File: src/hdl/memc_pkg.sv
/* widths, command codes, arbiter state and bus structs shared by the DDR front end;
   the RTL refers into it by scoped names */
package memc_pkg;

  // ********************
  // widths
  // ********************
  // controller native port address
  localparam int ADDR_WIDTH = 28;
  // one burst is 64 bytes
  localparam int DATA_BYTES = 64;
  localparam int DATA_WIDTH = DATA_BYTES * 8;
  // byte-wide line buffer, 2k deep
  localparam int BUF_ADDR_WIDTH = 11;
  // images held in DDR and not yet read
  localparam int FRAME_CNT_WIDTH = 12;

  // ********************
  // traffic shape
  // ********************
  // two image lines go out as five bursts
  localparam int CMDS_PER_ROW = 5;
  // address units per burst
  localparam int ADDR_STEP = 8;

  // native port command codes
  localparam logic [2:0] CMD_WRITE = 3'd0;
  localparam logic [2:0] CMD_READ = 3'd1;

  // arbiter states, write has priority
  typedef enum logic [1:0] {
    idle = 2'd0,
    wr_data = 2'd1,
    rd_data = 2'd2
  } memc_state_e;

  // command side of the native port
  typedef struct packed {
    logic en;
    logic [2:0] cmd;
    logic [ADDR_WIDTH-1:0] addr;
  } ddr_cmd_t;

  // write data side, mask tied low outside
  typedef struct packed {
    logic wren;
    logic last;
    logic [DATA_WIDTH-1:0] data;
  } ddr_wdf_t;

  // address tracker report
  typedef struct packed {
    logic [ADDR_WIDTH-1:0] addr;
    logic row_end;
    logic row_done;
    logic image_done;
  } track_t;

endpackage
File: src/hdl/memc_intf.sv
/* DDR front end top: writes line-buffer rows into DDR and reads whole images
   back over the native application port of a calibrated controller */
`timescale 1ns/1ps

module memc_intf
#(
  // image lines
  parameter int ROW_NUM = 720
)
(
  input  logic clk,
  input  logic rst,
  input  logic init_calib_complete,
  input  logic pkt_ready,
  input  logic [7:0] rx_buf_data,
  input  logic app_rdy,
  input  logic post_ddr_ram_full,
  output logic [memc_pkg::BUF_ADDR_WIDTH-1:0] rd_addr_buf,
  output logic wr_row_done,
  output memc_pkg::ddr_cmd_t ddr_cmd,
  output memc_pkg::ddr_wdf_t ddr_wdf
);

  memc_pkg::memc_state_e state;
  memc_pkg::track_t wr_track;
  memc_pkg::track_t rd_track;
  logic wr_accept;
  logic rd_accept;
  logic fill_en;
  logic cmd_en;
  logic burst_ready;
  logic [2:0] cmd_code;
  logic [memc_pkg::ADDR_WIDTH-1:0] cmd_addr;

  // ********************
  // control
  // ********************
  memc_ctrl_fsm u_ctrl (
    .clk                 (clk),
    .rst                 (rst),
    .init_calib_complete (init_calib_complete),
    .pkt_ready           (pkt_ready),
    .app_rdy             (app_rdy),
    .post_ddr_ram_full   (post_ddr_ram_full),
    .burst_ready         (burst_ready),
    .wr_track            (wr_track),
    .rd_track            (rd_track),
    .state               (state),
    .wr_accept           (wr_accept),
    .rd_accept           (rd_accept),
    .fill_en             (fill_en),
    .cmd_en              (cmd_en),
    .cmd_code            (cmd_code)
  );

  // ********************
  // address trackers
  // ********************
  memc_addr_tracker #(.ROW_NUM(ROW_NUM)) u_wr_track (
    .clk    (clk),
    .rst    (rst),
    .accept (wr_accept),
    .track  (wr_track)
  );

  memc_addr_tracker #(.ROW_NUM(ROW_NUM)) u_rd_track (
    .clk    (clk),
    .rst    (rst),
    .accept (rd_accept),
    .track  (rd_track)
  );

  // write data path
  memc_wr_packer u_packer (
    .clk         (clk),
    .rst         (rst),
    .fill_en     (fill_en),
    .wr_accept   (wr_accept),
    .rx_buf_data (rx_buf_data),
    .burst_ready (burst_ready),
    .rd_addr_buf (rd_addr_buf),
    .wdf         (ddr_wdf)
  );

  // read address only in rd_data
  assign cmd_addr = (state == memc_pkg::rd_data) ? rd_track.addr : wr_track.addr;
  assign ddr_cmd = '{en: cmd_en, cmd: cmd_code, addr: cmd_addr};

  // row pair fully handed to DDR
  assign wr_row_done = wr_track.row_done;

endmodule

File: src/hdl/memc_wr_packer.sv
/* gathers line-buffer bytes into 64-byte bursts for DDR writes and times
   the write data beat two cycles after each accepted write command */
`timescale 1ns/1ps

module memc_wr_packer
(
  input  logic clk,
  input  logic rst,
  input  logic fill_en,
  input  logic wr_accept,
  input  logic [7:0] rx_buf_data,
  output logic burst_ready,
  output logic [memc_pkg::BUF_ADDR_WIDTH-1:0] rd_addr_buf,
  output memc_pkg::ddr_wdf_t wdf
);

  localparam int DW = memc_pkg::DATA_WIDTH;
  // one extra bit so a full burst reads 64
  localparam int CNT_W = $clog2(memc_pkg::DATA_BYTES) + 1;

  logic [CNT_W-1:0] byte_cnt;
  logic fetch;
  logic fetch_vld;
  logic [DW-1:0] burst_data;
  logic beat_d1;
  logic beat_d2;

  // ********************
  // buffer fetch
  // ********************
  // full burst waits for its command
  assign burst_ready = (byte_cnt == CNT_W'(memc_pkg::DATA_BYTES));
  // no fetch on the accept cycle, the beat still reads this burst
  assign fetch = fill_en && !burst_ready;

  always_ff @(posedge clk)
  begin
    if (rst)
    begin
      byte_cnt <= '0;
      rd_addr_buf <= '0;
      fetch_vld <= 1'b0;
    end
    else
    begin
      fetch_vld <= fetch;
      if (wr_accept)
        byte_cnt <= '0;
      else if (fetch)
        byte_cnt <= byte_cnt + 1'b1;
      // address runs on across rows and wraps
      if (fetch)
        rd_addr_buf <= rd_addr_buf + 1'b1;
    end
  end

  // ********************
  // 8 to 512 packing
  // ********************
  // byte lands a cycle after its address; oldest ends at the top
  always_ff @(posedge clk)
  begin
    if (fetch_vld)
      burst_data <= {burst_data[DW-9:0], rx_buf_data};
  end

  // beat two cycles after the accepted write command
  always_ff @(posedge clk)
  begin
    if (rst)
    begin
      beat_d1 <= 1'b0;
      beat_d2 <= 1'b0;
    end
    else
    begin
      beat_d1 <= wr_accept;
      beat_d2 <= beat_d1;
    end
  end

  // every beat is a whole burst, so last follows wren
  assign wdf = '{wren: beat_d2, last: beat_d2, data: burst_data};

endmodule

File: src/hdl/memc_addr_tracker.sv
/* per-direction DDR address generator; counts accepted commands and row pairs
   and reports base plus offset with row and image markers */
`timescale 1ns/1ps

module memc_addr_tracker
#(
  parameter int ROW_NUM = 720
)
(
  input  logic clk,
  input  logic rst,
  input  logic accept,
  output memc_pkg::track_t track
);

  // two lines make one row pair
  localparam int ROW_PAIRS = ROW_NUM / 2;
  // address span of one image, ROW_NUM * 20 units
  localparam int IMG_STRIDE = (ROW_NUM * memc_pkg::CMDS_PER_ROW * memc_pkg::ADDR_STEP) / 2;
  localparam int CMD_W = $clog2(memc_pkg::CMDS_PER_ROW);
  localparam int ROW_W = $clog2(ROW_PAIRS + 1);
  localparam int AW = memc_pkg::ADDR_WIDTH;

  logic [CMD_W-1:0] cmd_cnt;
  logic [ROW_W-1:0] row_cnt;
  logic [AW-1:0] base;
  logic [AW-1:0] offset;
  logic row_end;
  logic img_end;
  logic row_done;
  logic image_done;

  // last command of a row pair / of an image
  assign row_end = accept && (cmd_cnt == CMD_W'(memc_pkg::CMDS_PER_ROW - 1));
  assign img_end = row_end && (row_cnt == ROW_W'(ROW_PAIRS - 1));

  // ********************
  // counters
  // ********************
  always_ff @(posedge clk)
  begin
    if (rst)
    begin
      cmd_cnt <= '0;
      row_cnt <= '0;
    end
    else if (accept)
    begin
      // commands modulo five
      if (row_end)
        cmd_cnt <= '0;
      else
        cmd_cnt <= cmd_cnt + 1'b1;
      // row pairs modulo ROW_NUM/2
      if (img_end)
        row_cnt <= '0;
      else if (row_end)
        row_cnt <= row_cnt + 1'b1;
    end
  end

  // ********************
  // address
  // ********************
  always_ff @(posedge clk)
  begin
    if (rst)
    begin
      base <= '0;
      offset <= '0;
    end
    else if (accept)
    begin
      if (img_end)
      begin
        // next image starts one stride on
        base <= base + AW'(IMG_STRIDE);
        offset <= '0;
      end
      else
        offset <= offset + AW'(memc_pkg::ADDR_STEP);
    end
  end

  // markers, one cycle after the event
  always_ff @(posedge clk)
  begin
    if (rst)
    begin
      row_done <= 1'b0;
      image_done <= 1'b0;
    end
    else
    begin
      row_done <= row_end;
      image_done <= img_end;
    end
  end

  assign track = '{addr: base + offset, row_end: row_end, row_done: row_done,
                   image_done: image_done};

endmodule

File: src/hdl/memc_ctrl_fsm.sv
/* write-first arbiter for the DDR native port, with the full-flag synchronizer,
   the frame counter that gates reads, and the command enable and accept strobes */
`timescale 1ns/1ps

module memc_ctrl_fsm
(
  input  logic clk,
  input  logic rst,
  input  logic init_calib_complete,
  input  logic pkt_ready,
  input  logic app_rdy,
  input  logic post_ddr_ram_full,
  input  logic burst_ready,
  input  memc_pkg::track_t wr_track,
  input  memc_pkg::track_t rd_track,
  output memc_pkg::memc_state_e state,
  output logic wr_accept,
  output logic rd_accept,
  output logic fill_en,
  output logic cmd_en,
  output logic [2:0] cmd_code
);

  memc_pkg::memc_state_e next_state;
  logic full_meta;
  logic full_sync;
  logic [memc_pkg::FRAME_CNT_WIDTH-1:0] frame_cnt;

  // ********************
  // full flag crossing
  // ********************
  // flag comes from the image clock, two flops
  always_ff @(posedge clk)
  begin
    if (rst)
    begin
      full_meta <= 1'b0;
      full_sync <= 1'b0;
    end
    else
    begin
      full_meta <= post_ddr_ram_full;
      full_sync <= full_meta;
    end
  end

  // ********************
  // arbiter
  // ********************
  always_ff @(posedge clk)
  begin
    if (rst)
      state <= memc_pkg::idle;
    else
      state <= next_state;
  end

  always_comb
  begin
    next_state = state;
    case (state)
      memc_pkg::idle:
      begin
        // write first, then read if a full image waits
        if (init_calib_complete && pkt_ready)
          next_state = memc_pkg::wr_data;
        // skip while a read image_done is still to be counted
        else if (init_calib_complete && frame_cnt != '0 && !rd_track.image_done)
          next_state = memc_pkg::rd_data;
      end
      memc_pkg::wr_data:
      begin
        // one row pair per visit
        if (wr_track.row_done)
          next_state = memc_pkg::idle;
      end
      memc_pkg::rd_data:
      begin
        // leave on back-pressure or at the end of a row pair
        if (full_sync || rd_track.row_end)
          next_state = memc_pkg::idle;
      end
      default:
        next_state = memc_pkg::idle;
    endcase
  end

  // ********************
  // command strobes
  // ********************
  assign cmd_en = app_rdy &&
                  ((state == memc_pkg::wr_data && burst_ready) ||
                   (state == memc_pkg::rd_data && !full_sync));
  assign cmd_code = (state == memc_pkg::rd_data) ? memc_pkg::CMD_READ : memc_pkg::CMD_WRITE;

  // accepted when en and rdy meet
  assign wr_accept = cmd_en && app_rdy && (state == memc_pkg::wr_data);
  assign rd_accept = cmd_en && app_rdy && (state == memc_pkg::rd_data);

  // packer runs until the row pair is done
  assign fill_en = (state == memc_pkg::wr_data) && !wr_track.row_done;

  // ********************
  // frame counter
  // ********************
  // whole images in DDR not yet read back
  always_ff @(posedge clk)
  begin
    if (rst)
      frame_cnt <= '0;
    else
    begin
      case ({wr_track.image_done, rd_track.image_done})
        2'b10: frame_cnt <= frame_cnt + 1'b1;
        2'b01: frame_cnt <= frame_cnt - 1'b1;
        default: frame_cnt <= frame_cnt;
      endcase
    end
  end

endmodule

File: config.mk
export PLATFORM = sky130hd
export DESIGN_NAME = memc_intf
export DESIGN_NICKNAME = d
export VERILOG_FILES = /design/src/hdl/memc_pkg.sv /design/src/hdl/memc_intf.sv /design/src/hdl/memc_wr_packer.sv /design/src/hdl/memc_addr_tracker.sv /design/src/hdl/memc_ctrl_fsm.sv
export SDC_FILE = /design/constraint.sdc
export NUM_CORES = 1
export LEC_CHECK = 0
export ABC_AREA = 1
export BUFFER_PORTS_ARGS = -buffer_cell sky130_fd_sc_hd__buf_2
export CORE_AREA = 2 2 221 223
export CTS_BUF_LIST = sky130_fd_sc_hd__clkbuf_2 sky130_fd_sc_hd__clkbuf_4 sky130_fd_sc_hd__clkbuf_8
export CTS_CLUSTER_DIAMETER = 120
export DETAILED_ROUTE_END_ITERATION = 10
export DIE_AREA = 0 0 223 225
export PLACE_DENSITY = 0.82
export SLEW_MARGIN = 30
export SYNTH_ARGS = -nofsm -noshare
export SYNTH_HDL_FRONTEND = slang
export SYNTH_SLANG_ARGS = --single-unit
File: constraint.sdc
create_clock -name clk -period 15.43 [get_ports clk]
set_input_delay 0.7715 -clock clk [delete_from_list [all_inputs] [get_ports clk]]
set_output_delay 0.7715 -clock clk [all_outputs]
set_load 0.005 [all_outputs]
# Word level (Yosys, flattened, before mapping)
# Cells that the tools add are included.
# totals
register_bits	688
in_bits	14
# classes
add_sub_neg	14
n_mux	16
n_eq_ne	12
n_reduce_logical	32
# ops
cell	n
$mux W28	3
$add A28 B14 Y28 const B	2
$add A28 B28 Y28	2
$add A28 B4 Y28 const B	2
$mux W9	4
$pmux W12 S2	1
$add A9 B1 Y9 const B	2
$eq A9 B9 Y1 const B	2
$logic_and A1 B1 Y1	15
$add A12 B1 Y12 const B	1
$reduce_bool A12 Y1	1
$sub A12 B1 Y12 const B	1
$add A11 B1 Y11 const B	1
$mux W2	4
$reduce_and A2 Y1	4
$add A7 B1 Y7 const B	1
$eq A7 B7 Y1 const B	1
$add A3 B1 Y3 const B	2
$eq A3 B3 Y1 const B	2
$mux W3	2
$pmux W2 S3	1
$reduce_bool A2 Y1	3
$eq A2 B1 Y1 const B	2
$eq A2 B2 Y1 const B	2
8 further kinds	13

# Longest topological paths before layout
# Gate-level depths: netlist of the first run.
# depth
word_depth	10
depth_mapped	15

# Modules after synthesis
# From an unflattened synthesis of the first run, not the netlist that was laid out.
# hier_totals
cells_unflattened	2515
area_unflattened_um2	27585.2
# by_module_without_submodules
mod	area_per_inst_um2	cells_per_inst	n_inst	seq_area_each_um2
memc_wr_packer	16594.7	678	1	15795.1
memc_addr_tracker (u_rd_track)	4575.6	749	1	1221.2
memc_addr_tracker (u_wr_track)	4540.6	747	1	1221.2
memc_ctrl_fsm	1418.9	246	1	320.3
memc_intf	455.4	95	1	0.0

# Worst setup path after synthesis of the first run
# No wires, ideal clock.
# synth_path
kind	register to register
start	register u_packer.fetch_vld
end	register u_packer.burst_data[0] (enable)
arrival_ns	11.505
required_time_ns	14.501
path_stages_with_launch	1
slack_ns	2.996
path_cell_list	dfxtp_1
# synth_rtl
element	line	source
start, declared	memc_wr_packer.sv:23	logic fetch_vld;
start signal, assigned	memc_wr_packer.sv:46	fetch_vld <= fetch;
end signal, assigned	memc_wr_packer.sv:64	burst_data <= {burst_data[DW-9:0], rx_buf_data};
end, declared	memc_wr_packer.sv:24	logic [DW-1:0] burst_data;
# No word-level cell between the ends.

# Worst setup path after layout of the first run
# layout_path
start	register u_packer.fetch_vld
end	register u_packer.burst_data[368] (enable)
# No word-level cell between the ends.

==> results.rst, run 1 <==
.. list-table::
   :header-rows: 1

   * - Metric
     - Value
   * - Number of synthesized register bits
     - 670
   * - CP Launch Type
     - flip-flop
   * - Root buf cell
     - clkbuf_8
   * - Routed wire length
     - 72.37 mm
   * - Vias per cell
     - 5.382
   * - Clock skew
     - 0.04071 ns
   * - Share of the clock period used by the worst path
     - 25.82%
   * - H-Tree Level Count
     - 3
   * - Worst endpoint data arrival time
     - 4.31 ns
   * - Worst reg2reg setup slack
     - 11.45 ns
   * - Clock tree from TritonCTS
     - built
   * - Depth of the worst register-to-register path
     - 4
   * - Actual transition at the worst max-transition pin
     - 0.9514 ns
   * - Multi-input gate area in the final layout
     - 7268 µm²
   * - Total core area
     - 47550 µm²
   * - Placed standard-cell area
     - 30420 µm²
   * - Critical R2R Launch
     - u_packer.fetch_vld$_SDFF_PP0_
   * - Max-cap check violation count
     - 0
   * - Post-route design area
     - 32630 µm²
   * - Main flop type after synthesis
     - edfxtp_1
   * - Cell-by-cell listing of the critical path
     - buf_4 -> buf_12 -> buf_12 -> buf_16
   * - Total number of vias
     - 20.15k
   * - Cell Area, Synth
     - 26990 µm²
   * - Sequential cell area fraction in the yosys report
     - 68.69%
   * - Wire length of the first global-routing pass
     - 108.6 mm
   * - Clk buf depth
     - 3
   * - Vias in the first global route
     - 19.12k
   * - Gpl congestion
     - 0.9015
   * - RSZ-0062 raised after global routing
     - no
   * - Post-cts resize count
     - 0
   * - Number of setup violations in the final report
     - 0
   * - Floorplan die height
     - 225 µm
   * - Post-CTS repair timing setup buffer count
     - 0
   * - Fraction of synthesis flops using an asynchronous set or reset pin
     - 0%
   * - FMAX
     - 0.2510 GHz
   * - Minimum clock period
     - 3.984 ns
   * - Required arrival time at the worst endpoint
     - 15.76 ns
   * - Final hold vios
     - 0
   * - Io pins
     - 572
   * - FF+latch area
     - 18540 µm²
   * - Post-synthesis cell type count
     - 47
   * - Worst setup path end
     - u_packer.burst_data[368]$_DFFE_PP_
   * - Max Slew Vio Count
     - 0
   * - # rows
     - 80
   * - Maximum fanout along the worst path
     - 166
   * - Hold WS
     - 0.2291 ns
   * - Total of fill cells in the finished design
     - 3406
   * - WL/cell
     - 19.33 µm
   * - Area overhead of the layout relative to synthesis
     - 20.92%
   * - Setup crit end kind
     - flip-flop
   * - Total leakage power
     - 13.34 nW
   * - Status
     - finished clean
   * - Die ar.
     - 50180 µm²
   * - Slowest CP cell
     - dfxtp_4
   * - Endpoint of the most critical register-to-register path
     - u_packer.burst_data[368]$_DFFE_PP_
   * - Largest vdd supply drop
     - 0.1184 mV
   * - Nets
     - 3128
   * - Largest net degree at the start of global routing
     - 209
   * - GRT Util Overall
     - 28.01%
   * - Share of final-layout standard cells stronger than drive strength 1
     - 25.10%
   * - Die extent in x
     - 223 µm
   * - Clock tree sinks
     - 670
   * - Number of enable-type register cells in the synthesized netlist
     - 512
   * - Most frequent cell on the critical path
     - buf_12
   * - Start point of the critical path
     - u_packer.fetch_vld$_SDFF_PP0_
   * - Total half-perimeter wirelength after legalization and detailed placement
     - 51.78 mm
   * - Port Buffer Count
     - 566
   * - Power density over the cells
     - 112.7 nW/µm²
   * - Total gr overflow
     - 0
   * - Number of warnings printed during yosys synthesis
     - 0
   * - Critical path start-end classification
     - reg2reg
   * - Starting density of the core
     - 56.76%
   * - Diode count
     - 0
   * - Sum of negative setup slack
     - 0 ns
   * - Max-slew headroom
     - 36.58%
   * - Remaining number of nets flagged by the antenna check after routing
     - 0
   * - Worst skew pair latency
     - 0.72 ns
   * - Clock slew seen by the registers of the worst setup and hold paths
     - 0.06 ns
   * - Number of antenna violations at the first check in global routing
     - 0
   * - Number of remaining DRC errors
     - 0
   * - Largest incremental delay on the critical path
     - 0.93 ns
   * - Syn Area/Cell
     - 11.22 µm²
   * - TritonRoute pass-1 iters
     - 5
   * - Number of buffers created by CTS
     - 103
   * - Gate count of the mapped netlist
     - 2405
   * - Initial detailed-routing violation count
     - 1935
   * - Hold crit path type
     - in2reg
   * - CTS Hold Bufs
     - 0
==> per-layer routing <==
metal,global-route usage [%],vias to the layer above,routed length [µm]
li1,-,9473,-
met1,33.97,9493,27630
met2,47.78,1022,35370
met3,7.549,157,6646
met4,11.30,0,2725
met5,0,-,0
==> cell families (layout without fill, tap and decap cells) <==
kind of cell               Yosys count  count (layout)  synth area share, %
AOI/OAI and AO/OA                  255             255                5.072
DFF                                670             670                68.69
buffers and inverters              292            1011                4.428
and+or+nand+nor                   1062            1062                16.69
other                                1               5              0.01390
adders and majority gates           69              69                3.283
xor gates and xnor gates            56              56                1.818
==> how the worst min path moves through the flow <==
stage	to	slack, ns	startpoint	cells past startpoint
2_1_floorplan	u_ctrl.full_sync$_SDFF_PP0_	0.39	u_ctrl.full_meta$_SDFF_PP0_	2
3_3_place_gp	u_packer.beat_d2$_SDFF_PP0_	0.40	u_packer.beat_d1$_SDFF_PP0_	2
3_5_place_dp	u_packer.beat_d2$_SDFF_PP0_	0.40	u_packer.beat_d1$_SDFF_PP0_	2
4_1_cts	u_packer.burst_data[7]$_DFFE_PP_	0.18	rx_buf_data[7]	1
5_1_grt	u_packer.burst_data[7]$_DFFE_PP_	0.19	rx_buf_data[7]	1
6_report	u_packer.burst_data[7]$_DFFE_PP_	0.23	rx_buf_data[7]	1
==> state kept, by name (all words and copies together), names as in the netlist <==
register,count
u_packer.burst_data,512
u_rd_track.offset,25
u_wr_track.offset,25
u_rd_track.base,22
u_wr_track.base,22
u_ctrl.frame_cnt,12
u_packer.rd_addr_buf,11
u_rd_track.row_cnt,9
u_wr_track.row_cnt,9
u_packer.byte_cnt,7
u_rd_track.cmd_cnt,3
u_wr_track.cmd_cnt,3
u_ctrl.state,2
u_ctrl.full_meta,1
u_ctrl.full_sync,1
u_packer.beat_d1,1
u_packer.beat_d2,1
u_packer.fetch_vld,1
u_rd_track.image_done,1
u_wr_track.image_done,1
u_wr_track.row_done,1
==> through the flow <==
stage	setup slack [ns]	utilization, %	power (mW)	instances
final	11.45	68.63	3.678	3743
after floorplan	2.996	-	2.124	2409
after detailed placement	11.55	63.99	2.167	3554
after CTS	11.60	68.57	3.707	3742
after global placement	11.68	63.99	2.161	3554
after global routing	11.21	68.63	3.788	3743
==> cells in the final DEF (no fill, tap or decap), types with 4 or more instances in the layout <==
master and instances:
a21o_1 4, a21oi_1 137, a31oi_1 4, and2_1 6
buf_2 566, buf_4 5, bufinv_16 5, clkbuf_4 35
clkbuf_8 112, clkinv_1 18, clkinv_2 9, clkinvlp_4 4
conb_1 5, dfxtp_1 157, edfxtp_1 512, ha_1 66
inv_1 244, inv_2 4, nand2_1 566, nand2_2 4
nand3_1 126, nand3b_1 13, nand4_1 30, nor2_1 232
nor2_2 14, nor3_1 37, nor3b_1 4, nor4_1 10
o211ai_1 7, o21a_1 4, o21ai_0 79, o21bai_1 10
or2_2 7, xnor2_1 23, xor2_1 33
==> cells in the mapped netlist (4+ instances only) <==
master / number / area, µm²
o21bai_1: 10 / 75.07
buf_4: 14 / 105.1
nor3_1: 37 / 185.2
inv_1: 245 / 919.6
nand3b_1: 13 / 97.59
buf_2: 7 / 35.03
nor2_1: 232 / 870.8
or2_2: 7 / 43.79
and2_1: 6 / 37.54
nand2_1: 566 / 2125
nor2_2: 14 / 87.58
nand2_2: 4 / 25.02
clkbuf_1: 15 / 56.30
dfxtp_1: 158 / 3163
nand4_1: 30 / 187.7
nand3_1: 126 / 630.6
ha_1: 66 / 825.8
nor4_1: 10 / 62.56
o211ai_1: 7 / 52.55
a21oi_1: 137 / 685.7
xor2_1: 33 / 289.0
a21o_1: 4 / 30.03
buf_6: 5 / 56.30
o21ai_0: 79 / 395.4
xnor2_1: 23 / 201.4
a31oi_1: 4 / 25.02
o21a_1: 4 / 30.03
edfxtp_1: 512 / 15370
nor3b_1: 4 / 30.03
==> power by group <==
group          switching [mW]  internal (mW)  leakage (nW)  total, mW
Combinational          0.0759         0.0352          6.27      0.111
Clock                   0.700          0.846          1.14       1.55
Sequential             0.0313           1.99          5.93       2.02
==> cell type report <==
class / count / area share [%]
Sequential cell: 670 / 56.82
Timing Repair Buffer: 574 / 9.003
Multi-Input combinational cell: 1447 / 22.27
Tap cell: 615 / 2.358
Clock buffer: 147 / 5.529
Inverter: 249 / 2.864
Clock inverter: 41 / 1.150
==> worst max-delay path: cells and delay by family, from the launching register on <==
kind | cells | cell delay (ns)
buffers and inverters | 4 | 2.39
flip-flops | 1 | 0.93
(Power assumes the default switching activity.)
==> run 2: changes to the inputs <==
Settings changed: ABC_AREA 1 to 0, CORE_AREA 2 2 221 223 to 2 2 220 222, DIE_AREA 0 0 223 225 to 0 0 222 224, PLACE_DENSITY 0.82 to 0.78.
Clock period 15.43 ns to 3.9 ns, I/O delays scaled along.
==> run 2 against run 1 <==
  * Clock power rose to 3.9 times the previous value
  * Via count down 19%
  * Combinational power rose to 3.0 times the previous value
  * Clock skew down 0.010 ns
==> results.rst, run 2 <==
.. list-table::
   :header-rows: 1

   * - Metric
     - Value
   * - Status
     - finished clean
   * - Total leakage power
     - 12.07 nW (-9.5%)
   * - Main flop type after synthesis
     - edfxtp_1
   * - Number of setup violations in the final report
     - 0 (unchanged)
   * - Clock skew
     - 0.03063 ns (-0.01008 ns)
   * - # rows
     - 80 (unchanged)
   * - Total core area
     - 47350 µm² (-0.42%)
   * - Floorplan die height
     - 224 µm (-0.44%)
   * - Sequential cell area fraction in the yosys report
     - 74.78% (+6.1 points)
   * - Worst endpoint data arrival time
     - 3.53 ns (-0.78 ns)
   * - Share of final-layout standard cells stronger than drive strength 1
     - 32.20% (+7.1 points)
   * - Hold WS
     - 0.2160 ns (-0.01317 ns)
   * - Setup crit end kind
     - output port
   * - Total half-perimeter wirelength after legalization and detailed placement
     - 42.47 mm (-18%)
   * - Top cell type's share of synthesized area
     - 62.02% (+5.0 points)
   * - Slowest CP cell
     - a2111o_1
   * - Combinational family with the most area after synthesis
     - simple AND/OR/NAND/NOR gates
   * - TritonRoute pass-1 iters
     - 6 (+1)
   * - Worst skew pair latency
     - 0.69 ns (-0.03 ns)
   * - Clock tree from TritonCTS
     - built
   * - Post-synthesis cell type count
     - 62 (+32%)
   * - H-Tree Level Count
     - 3 (unchanged)
   * - Fraction of the mapped netlist area in adder cells
     - 3.573% (+0.29 points)
   * - Gpl congestion
     - 0.8573 (-4.9%)
   * - Max-slew headroom
     - 43.50% (+6.9 points)
   * - RSZ-0062 raised after global routing
     - no
   * - GRT Util Overall
     - 23.42% (-4.6 points)
   * - Synth Area in Compound Gates
     - 5.673% (+0.60 points)
   * - Most common cell in the netlist
     - edfxtp_1
   * - Fraction of the mapped netlist area in simple logic gates
     - 9.685% (-7.0 points)
   * - Utilization of the core after routing
     - 64.98% (-3.7 points)
   * - Number of warnings printed during yosys synthesis
     - 0 (unchanged)
   * - Fraction of synthesis flops using an asynchronous set or reset pin
     - 0% (unchanged)
   * - Clock slew seen by the registers of the worst setup and hold paths
     - 0.07 ns (about the same)
   * - Die ar.
     - 49730 µm² (-0.89%)
   * - Die extent in x
     - 222 µm (-0.45%)
   * - Maximum fanout along the worst path
     - 5 (-97%)
   * - CP Launch Type
     - flip-flop
   * - WL/cell
     - 19.80 µm (+2.4%)
   * - Max-cap check violation count
     - 0 (unchanged)
   * - FF+latch area
     - 18540 µm² (about the same)
   * - Initial detailed-routing violation count
     - 1171 (-39%)
   * - Total of fill cells in the finished design
     - 3328 (-2.3%)
   * - Clk buf depth
     - 3 (unchanged)
   * - Number of enable-type register cells in the synthesized netlist
     - 512 (unchanged)
   * - Total number of vias
     - 16.30k (-19%)
   * - Number of antenna violations at the first check in global routing
     - 0 (unchanged)
   * - Remaining number of nets flagged by the antenna check after routing
     - 0 (unchanged)
   * - Largest vdd supply drop
     - 0.4703 mV (+300%)
   * - Wire length of the first global-routing pass
     - 89.97 mm (-17%)
   * - Placed standard-cell area
     - 28380 µm² (-6.7%)
   * - Multi-input gate area in the final layout
     - 6025 µm² (-17%)
   * - Actual transition at the worst max-transition pin
     - 0.8397 ns (-0.1116 ns)
   * - Largest incremental delay on the critical path
     - 0.44 ns (-0.49 ns)
   * - Nets
     - 2433 (-22%)
   * - Hold crit path type
     - in2reg
   * - Minimum clock period
     - 3.728 ns
   * - Post-synth top area cell
     - edfxtp_1
   * - Largest net degree at the start of global routing
     - 112 (-46%)
   * - Routed wire length
     - 60.33 mm (-17%)
   * - Vias in the first global route
     - 15.71k (-18%)
   * - Root buf cell
     - clkbuf_8
   * - Power after layout
     - 14.28 mW (+290%)
   * - Multiplexer share of the synthesized area
     - 0.3735% (+0.37 points)
   * - Parity-gate share of the synthesized area counting xor and xnor cells
     - 4.699% (+2.9 points)
   * - Critical path start-end classification
     - reg2out
   * - Gate count of the mapped netlist
     - 1684 (-30%)
   * - Sum of negative setup slack
     - 0 ns (unchanged)
   * - Vias per cell
     - 5.349 (-0.62%)
   * - Number of buffers created by CTS
     - 105 (+1.9%)
   * - FMAX
     - 0.2683 GHz
   * - Max Slew Vio Count
     - 0 (unchanged)
   * - Top Registers
     - u_packer.burst_data: 512 flops, u_rd_track.offset: 25 flops, u_wr_track.offset: 25 flops
   * - Diode count
     - 0 (unchanged)
   * - Most frequent cells in the layout
     - buf_2 (566), edfxtp_1 (512), nor2_1 (160), dfxtp_1 (156), clkbuf_8 (113)
   * - Io pins
     - 572 (unchanged)
   * - Required arrival time at the worst endpoint
     - 3.70 ns (-12.06 ns)
   * - Final hold vios
     - 0 (unchanged)
   * - Combined buffer and inverter count along the critical path
     - 1 (-3)
   * - Most flop-heavy register
     - u_packer.burst_data
   * - Cell-by-cell listing of the critical path
     - ha_4 -> fa_2 -> a211o_1 -> a2111o_1 -> a311oi_4 -> o31a_1 -> o31ai_1 -> xor2_1 -> a22oi_1 -> o211ai_1 -> buf_2
   * - Cell Area, Synth
     - 24790 µm² (-8.1%)
   * - Syn Area/Cell
     - 14.72 µm² (+31%)
   * - Total gr overflow
     - 0 (unchanged)
   * - Share of the clock period used by the worst path
     - 95.58%
   * - Number of remaining DRC errors
     - 0 (unchanged)
   * - Clock tree sinks
     - 670 (unchanged)
   * - Number of flip-flops under the largest register name
     - 512 (unchanged)
   * - Most common library cell in the layout ignoring fill and taps
     - buf_2
   * - Starting density of the core
     - 52.36% (-4.4 points)
   * - Dominant cells by area after synthesis
     - edfxtp_1 (62%), dfxtp_1 (13%), ha_1 (3.3%)
   * - Port Buffer Count
     - 566 (unchanged)
   * - Area overhead of the layout relative to synthesis
     - 24.10%
   * - Number of synthesized register bits
     - 670 (unchanged)
   * - Most frequent cells after synthesis
     - edfxtp_1 (512), nor2_1 (160), dfxtp_1 (158)
   * - Post-route design area
     - 30770 µm² (-5.7%)
   * - CP delay by family, top
     - compound AO/OA/AOI/OAI gates
   * - Power density over the cells
     - 464.2 nW/µm² (+310%)
run 2: cell count changes after synthesis, sizes merged, moves of 17 or more:
cell and change:
a21o +17, nand2 -460, nor2 -89, xor2 +57, or3 +31, a21oi -41
inv -223, nand3 -83, and3 +19, xnor2 +20, o21ai -18
run 2: timing repair:
action	4_1_cts	5_1_grt
hold buffers	15	0
pin swaps	6	5
endpoints found under the setup margin	5	7
hold endpoints to repair	31	0
gates resized for setup	7	5
buffers inserted	3	1
run 2: cell type report:
cell class	count	area share, %
Tap cell	615	2.501
Clock inverter	54	1.403
Inverter	25	0.3050
Multi-Input combinational cell	947	19.58
Timing Repair Buffer	601	10.35
Clock buffer	135	5.592
Sequential cell	670	60.27
run 2: final timing paths:
| check | depth (start not counted) | slack (ns) | endpoint | start |
|---|---|---|---|---|
| hold reg to reg | 1 | 0.44 | u_packer.beat_d2$_SDFF_PP0_ | u_packer.beat_d1$_SDFF_PP0_ |
| setup / recovery | 11 | 0.17 | ddr_cmd[26] | u_wr_track.offset[6]$_SDFFE_PP0P_ |
| hold / removal | 2 | 0.22 | u_packer.burst_data[1]$_DFFE_PP_ | rx_buf_data[1] |
| setup reg to reg | 9 | 0.62 | u_wr_track.offset[27]$_SDFFE_PP0P_ | u_packer.byte_cnt[0]$_SDFFE_PP0P_ |
run 2: metal layers:
layer / track usage (%) / vias up / wire length, µm
met5: 0 / - / 0
met1: 27.18 / 7851 / 22620
li1: - / 7576 / -
met2: 40.59 / 747 / 30610
met3: 7.162 / 124 / 5029
met4: 9.677 / 0 / 2065
run 2: worst reg2reg max path, stage by stage, from the launching register on:
cell and delay [ns]:
dfxtp_1 0.33, inv_1 0.08, ha_1 0.16, or4b_4 0.51
nor4_1 0.75, nand4_1 0.32, nor2_1 0.40, nand2_1 0.14
or3_1 0.36, a21oi_1 0.16
run 2: power breakdown:
part	internal (mW)	total, mW	switching (mW)
registers	7.82	7.92	0.0973
clock network	3.30	6.02	2.72
logic	0.121	0.338	0.217
total	11.2	14.3	3.04
run 2: kinds of logic (layout without fill, tap and decap cells):
logic type / after synthesis / after routing
buf+inv: 71 / 815
mux: 9 / 9
flops: 670 / 670
simple gates: 492 / 492
xor+xnor: 133 / 133
other cells: 1 / 5
compound gates: 239 / 239
fa+ha+maj: 69 / 69
run 2: metrics by stage:
stage	worst slack, ns	std cells
floorplan	-0.3002	1688
global placement	0.4996	2839
detailed placement	0.5273	2839
CTS	0.001117	3046
global route	0.003286	3047
finish	0.1722	3047
